`src/mac_tx_pkg.sv`:
```
////////////////////////////////////////
// Shared types and frame constants for the Ethernet MAC transmit path
////////////////////////////////////////

package mac_tx_pkg;

	////////////////////////////////////////
	// Data widths
	////////////////////////////////////////

	// One byte of frame data on the byte side
	typedef logic [7:0] byte_t;

	// One MII nibble, the unit sent per clock on the wire
	typedef logic [3:0] nibble_t;

	// Running CRC-32 register
	typedef logic [31:0] crc_t;

	////////////////////////////////////////
	// CRC-32 constants
	////////////////////////////////////////

	// Bit-reversed form of the IEEE 802.3 polynomial 0x04C11DB7
	localparam crc_t CRC_POLY_REFL = 32'hedb8_8320;
	localparam crc_t CRC_INIT = 32'hffff_ffff;

	////////////////////////////////////////
	// Frame layout
	////////////////////////////////////////

	// Shortest frame before the FCS goes on, 64 bytes on the wire with it
	localparam int MIN_FRAME_BYTES = 60;
	// Preamble length in nibbles, each one of value 5
	localparam int PREAMBLE_NIBBLES = 15;
	// Upper half of the SFD byte, the nibble that closes the preamble
	localparam nibble_t SFD_NIBBLE = 4'hd;
	// Inter-frame gap, 96 bit times at 4 bits per clock
	localparam int IFG_NIBBLES = 24;
	localparam int FCS_NIBBLES = 8;

	// Framer states, PREAMBLE also covers the SFD nibble
	typedef enum logic [1:0] {
		IDLE,
		PREAMBLE,
		DATA,
		GAP
	} framer_state_t;

endpackage

```
`src/tx_pad.sv`:
```
////////////////////////////////////////
// Byte stage that pads short frames with zeros to the minimum length
////////////////////////////////////////

`timescale 1ns/10ps

module tx_pad (
	input  logic               i_clk,
	input  logic               i_rst_n,
	input  logic               i_cancel,
	input  logic               i_valid,
	output logic               o_ready,
	input  mac_tx_pkg::byte_t  i_data,
	input  logic               i_last,
	output logic               o_valid,
	input  logic               i_ready,
	output mac_tx_pkg::byte_t  o_data,
	output logic               o_last
);

	// Bytes of the current frame already taken, saturating at the minimum
	logic [$clog2(mac_tx_pkg::MIN_FRAME_BYTES + 1)-1:0] count;
	// High while zero bytes are being generated after a short frame
	logic fill;

	logic load;
	logic take;
	logic fill_step;
	logic short_end;
	logic fill_end;
	logic count_sat;

	// The output register can take a new byte when empty or draining now
	assign load = !o_valid || i_ready;
	// The source is held off while padding and during an abort
	assign o_ready = !fill && load && !i_cancel;
	assign take = i_valid && o_ready;
	assign fill_step = fill && load && !i_cancel;

	// A last byte below this count means the frame is short
	assign short_end = int'(count) < mac_tx_pkg::MIN_FRAME_BYTES - 1;
	// The pad byte produced at this count is byte 60
	assign fill_end = int'(count) == mac_tx_pkg::MIN_FRAME_BYTES - 1;
	assign count_sat = int'(count) == mac_tx_pkg::MIN_FRAME_BYTES;

	always_ff @(posedge i_clk or negedge i_rst_n)
	begin
		if (!i_rst_n)
		begin
			o_valid <= 1'b0;
			o_last <= 1'b0;
			fill <= 1'b0;
			count <= '0;
		end
		else if (i_cancel)
		begin
			// Abort from the framer drops whatever frame is in progress
			o_valid <= 1'b0;
			o_last <= 1'b0;
			fill <= 1'b0;
			count <= '0;
		end
		else if (fill_step)
		begin
			o_valid <= 1'b1;
			o_last <= fill_end;
			if (fill_end)
			begin
				fill <= 1'b0;
				count <= '0;
			end
			else
				count <= count + 1'b1;
		end
		else if (take)
		begin
			o_valid <= 1'b1;
			if (i_last && short_end)
			begin
				// Last moves to the final pad byte
				o_last <= 1'b0;
				fill <= 1'b1;
				count <= count + 1'b1;
			end
			else if (i_last)
			begin
				o_last <= 1'b1;
				count <= '0;
			end
			else
			begin
				o_last <= 1'b0;
				if (!count_sat)
					count <= count + 1'b1;
			end
		end
		else if (i_ready)
			o_valid <= 1'b0;
	end

	// Payload register, pad bytes are zero
	always_ff @(posedge i_clk)
	begin
		if (fill_step)
			o_data <= '0;
		else if (take)
			o_data <= i_data;
	end

endmodule

```
`src/tx_nibbler.sv`:
```
////////////////////////////////////////
// Splits each byte into two nibbles, low nibble first
////////////////////////////////////////

`timescale 1ns/10ps

module tx_nibbler (
	input  logic                 i_clk,
	input  logic                 i_rst_n,
	input  logic                 i_cancel,
	input  logic                 i_valid,
	output logic                 o_ready,
	input  mac_tx_pkg::byte_t    i_data,
	input  logic                 i_last,
	output logic                 o_valid,
	input  logic                 i_ready,
	output mac_tx_pkg::nibble_t  o_data,
	output logic                 o_last
);

	// Held byte and its last flag
	mac_tx_pkg::byte_t byte_q;
	logic last_q;
	// Zero while the low nibble is on the output, one for the high nibble
	logic phase;

	// A new byte goes in when empty or when the high nibble leaves now
	assign o_ready = (!o_valid || (i_ready && phase)) && !i_cancel;

	assign o_data = phase ? byte_q[7:4] : byte_q[3:0];
	// The frame ends on the high nibble of its last byte
	assign o_last = last_q && phase;

	always_ff @(posedge i_clk or negedge i_rst_n)
	begin
		if (!i_rst_n)
		begin
			o_valid <= 1'b0;
			phase <= 1'b0;
			last_q <= 1'b0;
		end
		else if (i_cancel)
		begin
			o_valid <= 1'b0;
			phase <= 1'b0;
			last_q <= 1'b0;
		end
		else if (i_valid && o_ready)
		begin
			o_valid <= 1'b1;
			phase <= 1'b0;
			last_q <= i_last;
		end
		else if (o_valid && i_ready)
		begin
			// Low nibble taken, so present the high one next
			if (phase)
				o_valid <= 1'b0;
			phase <= !phase;
		end
	end

	always_ff @(posedge i_clk)
	begin
		if (i_valid && o_ready)
			byte_q <= i_data;
	end

endmodule

```
`src/tx_fcs_append.sv`:
```
////////////////////////////////////////
// Nibble stage that computes CRC-32 and appends the inverted FCS
////////////////////////////////////////

`timescale 1ns/10ps

module tx_fcs_append (
	input  logic                 i_clk,
	input  logic                 i_rst_n,
	input  logic                 i_crc_en,
	input  logic                 i_cancel,
	input  logic                 i_valid,
	output logic                 o_ready,
	input  mac_tx_pkg::nibble_t  i_data,
	input  logic                 i_last,
	output logic                 o_valid,
	input  logic                 i_ready,
	output mac_tx_pkg::nibble_t  o_data,
	output logic                 o_last
);

	mac_tx_pkg::crc_t crc;
	mac_tx_pkg::crc_t crc_next;
	// High while the eight FCS nibbles are being shifted out
	logic fcs_mode;
	logic [$clog2(mac_tx_pkg::FCS_NIBBLES)-1:0] fcs_cnt;

	logic load;
	logic take;
	logic fcs_step;
	logic fcs_end;

	// One nibble of the reflected CRC, four bit steps folded into one.
	// Each set bit of the combined nibble adds the polynomial shifted down
	// by the distance from bit 3.
	function automatic mac_tx_pkg::crc_t crc_nibble(
		input mac_tx_pkg::crc_t c,
		input mac_tx_pkg::nibble_t d
	);
		mac_tx_pkg::nibble_t low;
		mac_tx_pkg::crc_t r;
		low = c[3:0] ^ d;
		r = c >> 4;
		for (int i = 0; i < 4; i++)
		begin
			if (low[i])
				r = r ^ (mac_tx_pkg::CRC_POLY_REFL >> (3 - i));
		end
		return r;
	endfunction

	assign crc_next = crc_nibble(crc, i_data);

	assign load = !o_valid || i_ready;
	// No data is taken while the FCS goes out
	assign o_ready = !fcs_mode && load && !i_cancel;
	assign take = i_valid && o_ready;
	assign fcs_step = fcs_mode && load && !i_cancel;
	assign fcs_end = int'(fcs_cnt) == mac_tx_pkg::FCS_NIBBLES - 1;

	always_ff @(posedge i_clk or negedge i_rst_n)
	begin
		if (!i_rst_n)
		begin
			o_valid <= 1'b0;
			o_last <= 1'b0;
			fcs_mode <= 1'b0;
			fcs_cnt <= '0;
			crc <= mac_tx_pkg::CRC_INIT;
		end
		else if (i_cancel)
		begin
			o_valid <= 1'b0;
			o_last <= 1'b0;
			fcs_mode <= 1'b0;
			fcs_cnt <= '0;
			crc <= mac_tx_pkg::CRC_INIT;
		end
		else if (fcs_step)
		begin
			// Shift the CRC down so the next FCS nibble sits at the bottom
			o_valid <= 1'b1;
			o_last <= fcs_end;
			fcs_cnt <= fcs_cnt + 1'b1;
			if (fcs_end)
			begin
				fcs_mode <= 1'b0;
				fcs_cnt <= '0;
				crc <= mac_tx_pkg::CRC_INIT;
			end
			else
				crc <= crc >> 4;
		end
		else if (take)
		begin
			o_valid <= 1'b1;
			crc <= crc_next;
			if (i_last && i_crc_en)
			begin
				o_last <= 1'b0;
				fcs_mode <= 1'b1;
			end
			else if (i_last)
			begin
				// FCS disabled, the frame ends here and the CRC starts over
				o_last <= 1'b1;
				crc <= mac_tx_pkg::CRC_INIT;
			end
			else
				o_last <= 1'b0;
		end
		else if (i_ready)
			o_valid <= 1'b0;
	end

	always_ff @(posedge i_clk)
	begin
		if (fcs_step)
			o_data <= ~crc[3:0];
		else if (take)
			o_data <= i_data;
	end

endmodule

```
`src/tx_mii_framer.sv`:
```
////////////////////////////////////////
// MII framer with preamble, SFD, underrun abort and inter-frame gap
////////////////////////////////////////

`timescale 1ns/10ps

module tx_mii_framer (
	input  logic                 i_clk,
	input  logic                 i_rst_n,
	input  logic                 i_valid,
	output logic                 o_ready,
	input  mac_tx_pkg::nibble_t  i_data,
	input  logic                 i_last,
	output logic                 o_cancel,
	output logic                 o_tx_en,
	output logic                 o_tx_er,
	output mac_tx_pkg::nibble_t  o_txd
);

	mac_tx_pkg::framer_state_t state;
	// Counts preamble nibbles in PREAMBLE and gap nibbles in GAP
	logic [$clog2(mac_tx_pkg::IFG_NIBBLES)-1:0] cnt;

	logic sfd_now;
	logic gap_done;

	// Nibbles only flow while the frame body is on the wire
	assign o_ready = state == mac_tx_pkg::DATA;

	// The sixteenth preamble slot carries the SFD nibble
	assign sfd_now = int'(cnt) == mac_tx_pkg::PREAMBLE_NIBBLES;
	assign gap_done = int'(cnt) == mac_tx_pkg::IFG_NIBBLES - 1;

	////////////////////////////////////////
	// State machine and MII output register
	////////////////////////////////////////

	always_ff @(posedge i_clk or negedge i_rst_n)
	begin
		if (!i_rst_n)
		begin
			state <= mac_tx_pkg::IDLE;
			cnt <= '0;
			o_cancel <= 1'b0;
			o_tx_en <= 1'b0;
			o_tx_er <= 1'b0;
			o_txd <= '0;
		end
		else
		begin
			// Cancel is a single-cycle pulse
			o_cancel <= 1'b0;
			case (state)
				mac_tx_pkg::IDLE:
				begin
					o_tx_en <= 1'b0;
					o_tx_er <= 1'b0;
					o_txd <= '0;
					// A waiting nibble starts a new frame
					if (i_valid)
					begin
						state <= mac_tx_pkg::PREAMBLE;
						cnt <= '0;
					end
				end
				mac_tx_pkg::PREAMBLE:
				begin
					o_tx_en <= 1'b1;
					o_tx_er <= 1'b0;
					cnt <= cnt + 1'b1;
					if (sfd_now)
					begin
						o_txd <= mac_tx_pkg::SFD_NIBBLE;
						state <= mac_tx_pkg::DATA;
						cnt <= '0;
					end
					else
						o_txd <= 4'h5;
				end
				mac_tx_pkg::DATA:
				begin
					o_tx_en <= 1'b1;
					if (i_valid)
					begin
						o_tx_er <= 1'b0;
						o_txd <= i_data;
						if (i_last)
						begin
							state <= mac_tx_pkg::GAP;
							cnt <= '0;
						end
					end
					else
					begin
						// Underrun, mark the nibble bad and flush upstream
						o_tx_er <= 1'b1;
						o_txd <= '0;
						o_cancel <= 1'b1;
						state <= mac_tx_pkg::GAP;
						cnt <= '0;
					end
				end
				mac_tx_pkg::GAP:
				begin
					o_tx_en <= 1'b0;
					o_tx_er <= 1'b0;
					o_txd <= '0;
					cnt <= cnt + 1'b1;
					if (gap_done)
					begin
						state <= mac_tx_pkg::IDLE;
						cnt <= '0;
					end
				end
				default:
				begin
					state <= mac_tx_pkg::IDLE;
					cnt <= '0;
					o_tx_en <= 1'b0;
					o_tx_er <= 1'b0;
					o_txd <= '0;
				end
			endcase
		end
	end

endmodule

```
`src/mac_tx_top.sv`:
```
////////////////////////////////////////
// Ethernet MAC transmit path from byte stream to MII nibbles
////////////////////////////////////////

`timescale 1ns/10ps

module mac_tx_top (
	input  logic                 i_clk,
	input  logic                 i_rst_n,
	input  logic                 i_crc_en,
	input  logic                 i_valid,
	output logic                 o_ready,
	input  mac_tx_pkg::byte_t    i_data,
	input  logic                 i_last,
	output logic                 o_tx_en,
	output logic                 o_tx_er,
	output mac_tx_pkg::nibble_t  o_txd
);

	// Pad stage output
	logic pad_valid;
	logic pad_ready;
	mac_tx_pkg::byte_t pad_data;
	logic pad_last;

	// Nibbler output
	logic nib_valid;
	logic nib_ready;
	mac_tx_pkg::nibble_t nib_data;
	logic nib_last;

	// FCS stage output
	logic fcs_valid;
	logic fcs_ready;
	mac_tx_pkg::nibble_t fcs_data;
	logic fcs_last;

	// Underrun abort from the framer to every stage before it
	logic cancel;

	tx_pad u_pad (
		.i_clk    (i_clk),
		.i_rst_n  (i_rst_n),
		.i_cancel (cancel),
		.i_valid  (i_valid),
		.o_ready  (o_ready),
		.i_data   (i_data),
		.i_last   (i_last),
		.o_valid  (pad_valid),
		.i_ready  (pad_ready),
		.o_data   (pad_data),
		.o_last   (pad_last)
	);

	tx_nibbler u_nibbler (
		.i_clk    (i_clk),
		.i_rst_n  (i_rst_n),
		.i_cancel (cancel),
		.i_valid  (pad_valid),
		.o_ready  (pad_ready),
		.i_data   (pad_data),
		.i_last   (pad_last),
		.o_valid  (nib_valid),
		.i_ready  (nib_ready),
		.o_data   (nib_data),
		.o_last   (nib_last)
	);

	tx_fcs_append u_fcs (
		.i_clk    (i_clk),
		.i_rst_n  (i_rst_n),
		.i_crc_en (i_crc_en),
		.i_cancel (cancel),
		.i_valid  (nib_valid),
		.o_ready  (nib_ready),
		.i_data   (nib_data),
		.i_last   (nib_last),
		.o_valid  (fcs_valid),
		.i_ready  (fcs_ready),
		.o_data   (fcs_data),
		.o_last   (fcs_last)
	);

	tx_mii_framer u_framer (
		.i_clk    (i_clk),
		.i_rst_n  (i_rst_n),
		.i_valid  (fcs_valid),
		.o_ready  (fcs_ready),
		.i_data   (fcs_data),
		.i_last   (fcs_last),
		.o_cancel (cancel),
		.o_tx_en  (o_tx_en),
		.o_tx_er  (o_tx_er),
		.o_txd    (o_txd)
	);

endmodule

```
`config.mk`:
```
export PLATFORM = sky130hd
export DESIGN_NAME = mac_tx_top
export DESIGN_NICKNAME = d
export VERILOG_FILES = /design/src/mac_tx_pkg.sv /design/src/tx_pad.sv /design/src/tx_nibbler.sv /design/src/tx_fcs_append.sv /design/src/tx_mii_framer.sv /design/src/mac_tx_top.sv
export SDC_FILE = /design/constraint.sdc
export NUM_CORES = 1
export LEC_CHECK = 0
export BUFFER_PORTS_ARGS = -buffer_cell sky130_fd_sc_hd__buf_4
export CAP_MARGIN = 20
export CORE_UTILIZATION = 60
export CTS_CLUSTER_DIAMETER = 30
export DETAILED_ROUTE_END_ITERATION = 7
export PLACE_DENSITY_LB_ADDON = 0.12
export SLEW_MARGIN = 15
export SYNTH_ARGS = -nofsm -noshare
export SYNTH_HDL_FRONTEND = slang
export SYNTH_SLANG_ARGS = --single-unit
```
`constraint.sdc`:
```
create_clock -name i_clk -period 3.1 [get_ports i_clk]
set_input_delay 0.155 -clock i_clk [delete_from_list [all_inputs] [get_ports i_clk]]
set_output_delay 0.155 -clock i_clk [all_outputs]
set_load 0.05 [all_outputs]
```
# [Word-level counts from Yosys, hierarchy flattened]
# Index checks and enable logic that the tools add are counted.
[op_classes] addsub=3 multipliers=0 n_div=0 order_cmp=1 n_eq_ne=15 shift=0 muxes=79 bitwise_logic=6 n_reduce_logical=47
[ops] cell="$mux 32" count=7
[ops] cell="$mux 6" count=7
[ops] cell="$not 14->14" count=3
[ops] cell="$mux 1" count=39
[ops] cell="$mux 31" count=1
[ops] cell="$mux 30" count=1
[ops] cell="$mux 29" count=1
[ops] cell="$mux 5" count=5
[ops] cell="$mux 4" count=5
[ops] cell="$pmux 5 s4" count=1
[ops] cell="$reduce_bool 3->1" count=6
[ops] cell="$logic_and 1x1->1" count=16
[ops] cell="$not 13->14" count=1
[ops] cell="$pmux 4 s3" count=1
[ops] cell="$eq 5x5->1 const B" count=2
[ops] cell="$mux 2" count=5
[ops] cell="$mux 3" count=3
[ops] cell="$pmux 2 s4" count=1
[ops] cell="$reduce_bool 4->1" count=2
[ops] cell="$logic_not 1->1" count=7
[ops] cell="$add 6x1->6 const B" count=1
[ops] cell="$eq 6x3->1 const B" count=1
[ops] cell="$eq 6x4->1 const B" count=1
[ops] cell="$lt 6x6->1 const B" count=1
[ops] cell="other kinds (21)" count=33
[word_totals] ff_bits=84 latchBits=0 ramBits=0 mem_bits_ro=0 in_bits=13 output_inout_bits=7 n_memories=0

# [Logic depth before layout (Yosys ltp)]
[depth] depth_word=14 depth_mapped=11 mapped_depth_nobuf=9

# [Cells and area by module]
# A second synthesis with hierarchy kept.
[hier_totals] hier_cells=398 hier_area_um2=4356.7
[by_module_without_submodules] module="tx_fcs_append" n_inst=1 cells_per_inst=213 area_each_um2=2283.4
[by_module_without_submodules] module="tx_pad" n_inst=1 cells_per_inst=91 area_each_um2=868.3
[by_module_without_submodules] module="tx_mii_framer" n_inst=1 cells_per_inst=66 area_each_um2=728.2
[by_module_without_submodules] module="tx_nibbler" n_inst=1 cells_per_inst=28 area_each_um2=476.7

# [Worst setup path before layout]
# Ideal clock, no wire load.
[synth_timing] path_kind="reg2reg" startpoint="reg u_framer.state[0]" endpoint="reg u_fcs.o_data[0] (enable)" arrival_time_ps=1903 required_ps=2742 setup_slack_ps=839 stages_incl_launch_ff=10 cell_sequence="dfrtp_1 inv_1 ha_1 buf_4 nor2b_4 buf_6 or3_1 buf_2 clkinv_1 clkbuf_1"
[synth_between] elab_chain_len=6 elab_cells_between_ends=8
[synth_rtl] item="start: declaration" line_no="tx_mii_framer.sv:20" source="mac_tx_pkg::framer_state_t state;"
[synth_rtl] item="start signal: assignment" line_no="tx_mii_framer.sv:42" source="state <= mac_tx_pkg::IDLE;"
[synth_rtl] item="start signal: assignment" line_no="tx_mii_framer.sv:62" source="state <= mac_tx_pkg::PREAMBLE;"
[synth_rtl] item="start signal: assignment" line_no="tx_mii_framer.sv:74" source="state <= mac_tx_pkg::DATA;"
[synth_rtl] item="$eq 2x2->1 *" line_no="tx_mii_framer.sv:28" source="assign o_ready = state == mac_tx_pkg::DATA;"
[synth_rtl] item="$logic_or 1x1->1 *" line_no="tx_fcs_append.sv:54" source="assign load = !o_valid || i_ready;"
[synth_rtl] item="$logic_and 1x1->1 (2 in series)" line_no="tx_fcs_append.sv:56" source="assign o_ready = !fcs_mode && load && !i_cancel;"
[synth_rtl] item="$logic_and 1x1->1" line_no="tx_fcs_append.sv:57" source="assign take = i_valid && o_ready;"
[synth_rtl] item="$reduce_bool 2->1 (no source line) *"
[synth_rtl] item="end signal: assignment" line_no="tx_fcs_append.sv:119" source="o_data <= ~crc[3:0];"
[synth_rtl] item="end signal: assignment" line_no="tx_fcs_append.sv:121" source="o_data <= i_data;"
[synth_rtl] item="end: declaration" line_no="tx_fcs_append.sv:18" source="output mac_tx_pkg::nibble_t o_data,"
# Mark *: on every way between the ends. The rest lies on a longest branch, timed or not.
# A chain may end at the register's enable or synchronous reset.

# [Worst setup path in the final report]
[layout_timing] startpoint="reg u_framer.state[0]" endpoint="out o_ready"
[layout_between] elab_chain_len=10
[layout_rtl] item="$eq 2x2->1" line_no="tx_mii_framer.sv:28"
[layout_rtl] item="$logic_or 1x1->1" line_no="tx_fcs_append.sv:54"
[layout_rtl] item="$logic_and 1x1->1 (2 in series)" line_no="tx_fcs_append.sv:56"
[layout_rtl] item="$logic_and 1x1->1" line_no="tx_nibbler.sv:28" source="assign o_ready = (!o_valid || (i_ready && phase)) && !i_cancel;"
[layout_rtl] item="$logic_or 1x1->1" line_no="tx_nibbler.sv:28"
[layout_rtl] item="$logic_and 1x1->1" line_no="tx_nibbler.sv:28"
[layout_rtl] item="$logic_or 1x1->1" line_no="tx_pad.sv:34" source="assign load = !o_valid || i_ready;"
[layout_rtl] item="$logic_and 1x1->1 (2 in series)" line_no="tx_pad.sv:36" source="assign o_ready = !fill && load && !i_cancel;"
[layout_rtl] item="end: declaration" line_no="mac_tx_top.sv:12" source="output logic o_ready,"
# Every way passes these cells.

==> flow_summary.ini <==
[detailed_routing]
wire_per_inst_um = 16.14
wirelength_um = 8554
drtIter0Drc = 162
via_per_inst = 5.983
vias = 3171
drt_pre_antenna_iters = 4
ant_nets = 0
drc = 0

[final_layout]
syn2layout_area_growth_pct = 12.80
final_util = 0.7047
diodes = 0
mostFrequentLayoutCells = dfstp_2, dfrtp_1, o21ai_0
final_nets = 455
drive_above_1_share = 0.2143
fill_cells = 515

[setup_path]
worstPathArrival_ns = 2.57
critPathSlowestCell = o311ai_2
crit_fanout = 9
path_buf_inv = 2
crit_family = simple AND/OR/NAND/NOR gates
critPathRequiredTime_ns = 2.94
crit_path_end_kind = output pin
cp_cell_sequence = inv_1 -> ha_1 -> nor2b_4 -> o311ai_2 -> nor2b_1 -> and2_1 -> buf_4
start_kind = flip-flop
slowest_delay_ns = 0.46
worstSetupPathType = reg -> out

[floorplanning]
die_x_um = 86.58
io_pins = 20
start_util = 0.6248
core_sq_mm = 0.006869
die_h_um = 86.58
fp-row-count = 30
die-area_sq_mm = 0.007495

[synth]
ys_types = 63
netlist_area_sq_mm = 0.004292
avgSynthCellArea_sq_um = 10.70
async_reset_ff_frac = 0.7619
synthesis.nets = 427
syn_inst = 401
synth_edf_count = 12
netlist.area_leader.share = 0.1959
synth_area_leader_cell = dfstp_2
ys.flop_type = dfstp_2
synthTopCellsByArea = dfstp_2, dfrtp_1, edfxtp_1
seq_area_frac_synth = 0.5038
yosys_warnings = 0
synth-seq-cells = 84

[worst_hold_path]
hold_class = in -> reg

[clocking]
cts_buffer_depth = 2
cts-htree-levels = 3
clk_pin_slew_ns = 0.09
cts_tree = yes
cts_made_buffers = 9
cts_resized = 0
post_cts_buffers = 0
clk_latency_ns = 0.38
cts_num_sinks = 84
clockRootBuffer = clkbuf_8

[power]
comb_power_share = 0.019
ir_worst_vdd_mv = 0.3396
seqPwrFrac = 0.541
p_switching_uw = 460.4
p_clk_frac = 0.440
leakagePower_nw = 2.031
p_int_mw = 1.599
switching_share = 0.2235
power.density_mw_per_mm2 = 425.5

[global_route]
grt_pass1_vias = 3009
grt_max_degree = 65
grt.total_usage = 0.2516
antenna_found_initial = 0
grt_overflow_total = 0
grt_pass1_wl_um = 14500

[sta]
slew_violations = 0
max-slew-margin-rel = 0.3484
worst_slew_pin_slew_ns = 0.9773
rsz0062_at_grt = false
finalSetupViolCount = 0
finalCritPeriodShare = 0.8801
final.setup.tns_ns = 0
fmax_ghz = 0.3665
fin_ws_ns = 0.3717
fin_crit_ns = 2.728
hold_viol = 0
fin_skew_ns = 0.01627
hold_slack_ns = 0.09095

[placed_design]
dp_hpwl_um = 5763
dp_slack_ns = 0.5338
gp_congestion = 0.8938
port_buffers = 19

[run_status]
outcome = completed

[run]
timing.max_cap.violations = 0
-- routing by layer --
metal	up-vias	global-route usage	wire, um
met2	75	0.3903	3903
met1	1557	0.3557	4177
met5	-	0	0
met4	0	0.1061	156
li1	1521	-	-
met3	18	0.03714	316
-- logic make-up after synthesis --
logic type / synth area share
AO/OA/AOI/OAI: 0.1881
AND/OR/NAND/NOR: 0.1417
flip-flops: 0.5038
buffers and inverters: 0.03936
XOR/XNOR: 0.05365
adder cells (fa/ha/maj): 0.03790
multiplexers: 0.03557
-- per-stage QoR --
| step | power, mW | area, sq um | cells |
|---|---|---|---|
| floorplan | 1.137 | 4292 | 401 |
| global placement | 1.166 | 4517 | 505 |
| detailed placement | 1.166 | 4517 | 505 |
| CTS | 2.072 | 4841 | 530 |
| global route | 2.128 | 4841 | 530 |
| finish | 2.060 | 4841 | 530 |
-- repair_timing --
action / CTS / global route
hold buffers: 9 / 0
setup endpoints to repair: 0 / 0
hold endpoints to repair: 40 / 0
-- layout make-up --
class	instances	area, sq um	area share
Clock buffer	9	123.9	0.02559
Timing Repair Buffer	35	285.3	0.05893
Inverter	20	75.07	0.01551
Multi-Input combinational cell	279	1964	0.4058
Sequential cell	84	2162	0.4466
Tap cell	96	120.1	0.02481
Clock inverter	7	110.1	0.02274
-- synthesized netlist by cell type, types with 4 or more instances --
| cell type | n |
|---|---|
| nor2_1 | 26 |
| dfrtp_1 | 32 |
| a31oi_1 | 10 |
| nor2b_1 | 7 |
| o21ai_0 | 31 |
| inv_1 | 18 |
| dfxtp_1 | 8 |
| nand2_1 | 30 |
| a21oi_1 | 25 |
| dfstp_2 | 32 |
| nand2b_1 | 6 |
| buf_2 | 6 |
| xnor3_1 | 4 |
| xnor2_1 | 5 |
| o21a_1 | 10 |
| o22a_1 | 6 |
| edfxtp_1 | 12 |
| o22ai_1 | 4 |
| clkbuf_1 | 9 |
| mux2i_1 | 6 |
| ha_1 | 13 |
| nand3_1 | 29 |
| o221a_1 | 6 |
| o32ai_1 | 5 |
-- worst min-delay path, stage by stage --
cell and delay (ns):
buf_4 0.12, nand4b_1 0.09, a21oi_1 0.06
-- path summary, 6_finish.rpt --
path,slack [ns],end,start,depth (start not counted)
worst min-delay path,0.09,u_pad.fill,i_valid,3
worst max-delay path,0.37,o_ready,u_framer.state[0],7
worst max register to register,0.51,u_pad.count[4],u_framer.state[0],7
worst min register to register,0.44,u_nibbler.byte_q[0],u_pad.o_data[0],0
min in group asynchronous,0.39,u_framer.cnt[2],i_rst_n,2
max in group asynchronous,2.18,u_pad.count[1],i_rst_n,2
-- state kept, by name (all words and copies together) (netlist names), 2 cells and up --
register and cells:
u_pad.count 6, u_framer.o_txd 4, u_framer.state 2, u_fcs.o_data 4, u_nibbler.byte_q 8, u_fcs.fcs_cnt 3
u_fcs.crc 32, u_framer.cnt 5, u_pad.o_data 8
-- power groups by stage --
| stage | combinational (mW) | clock, mW | sequential, mW |
|---|---|---|---|
| 5_1_grt | 0.0438 | 0.969 | 1.11 |
| 3_5_place_dp | 0.0310 | 0 | 1.14 |
| 4_1_cts | 0.0401 | 0.918 | 1.11 |
| 3_3_place_gp | 0.0309 | 0 | 1.14 |
| 2_1_floorplan | 0.00171 | 0 | 1.14 |
| 6_report | 0.0389 | 0.906 | 1.11 |
Note: power is estimated with default switching activity, not from simulation.
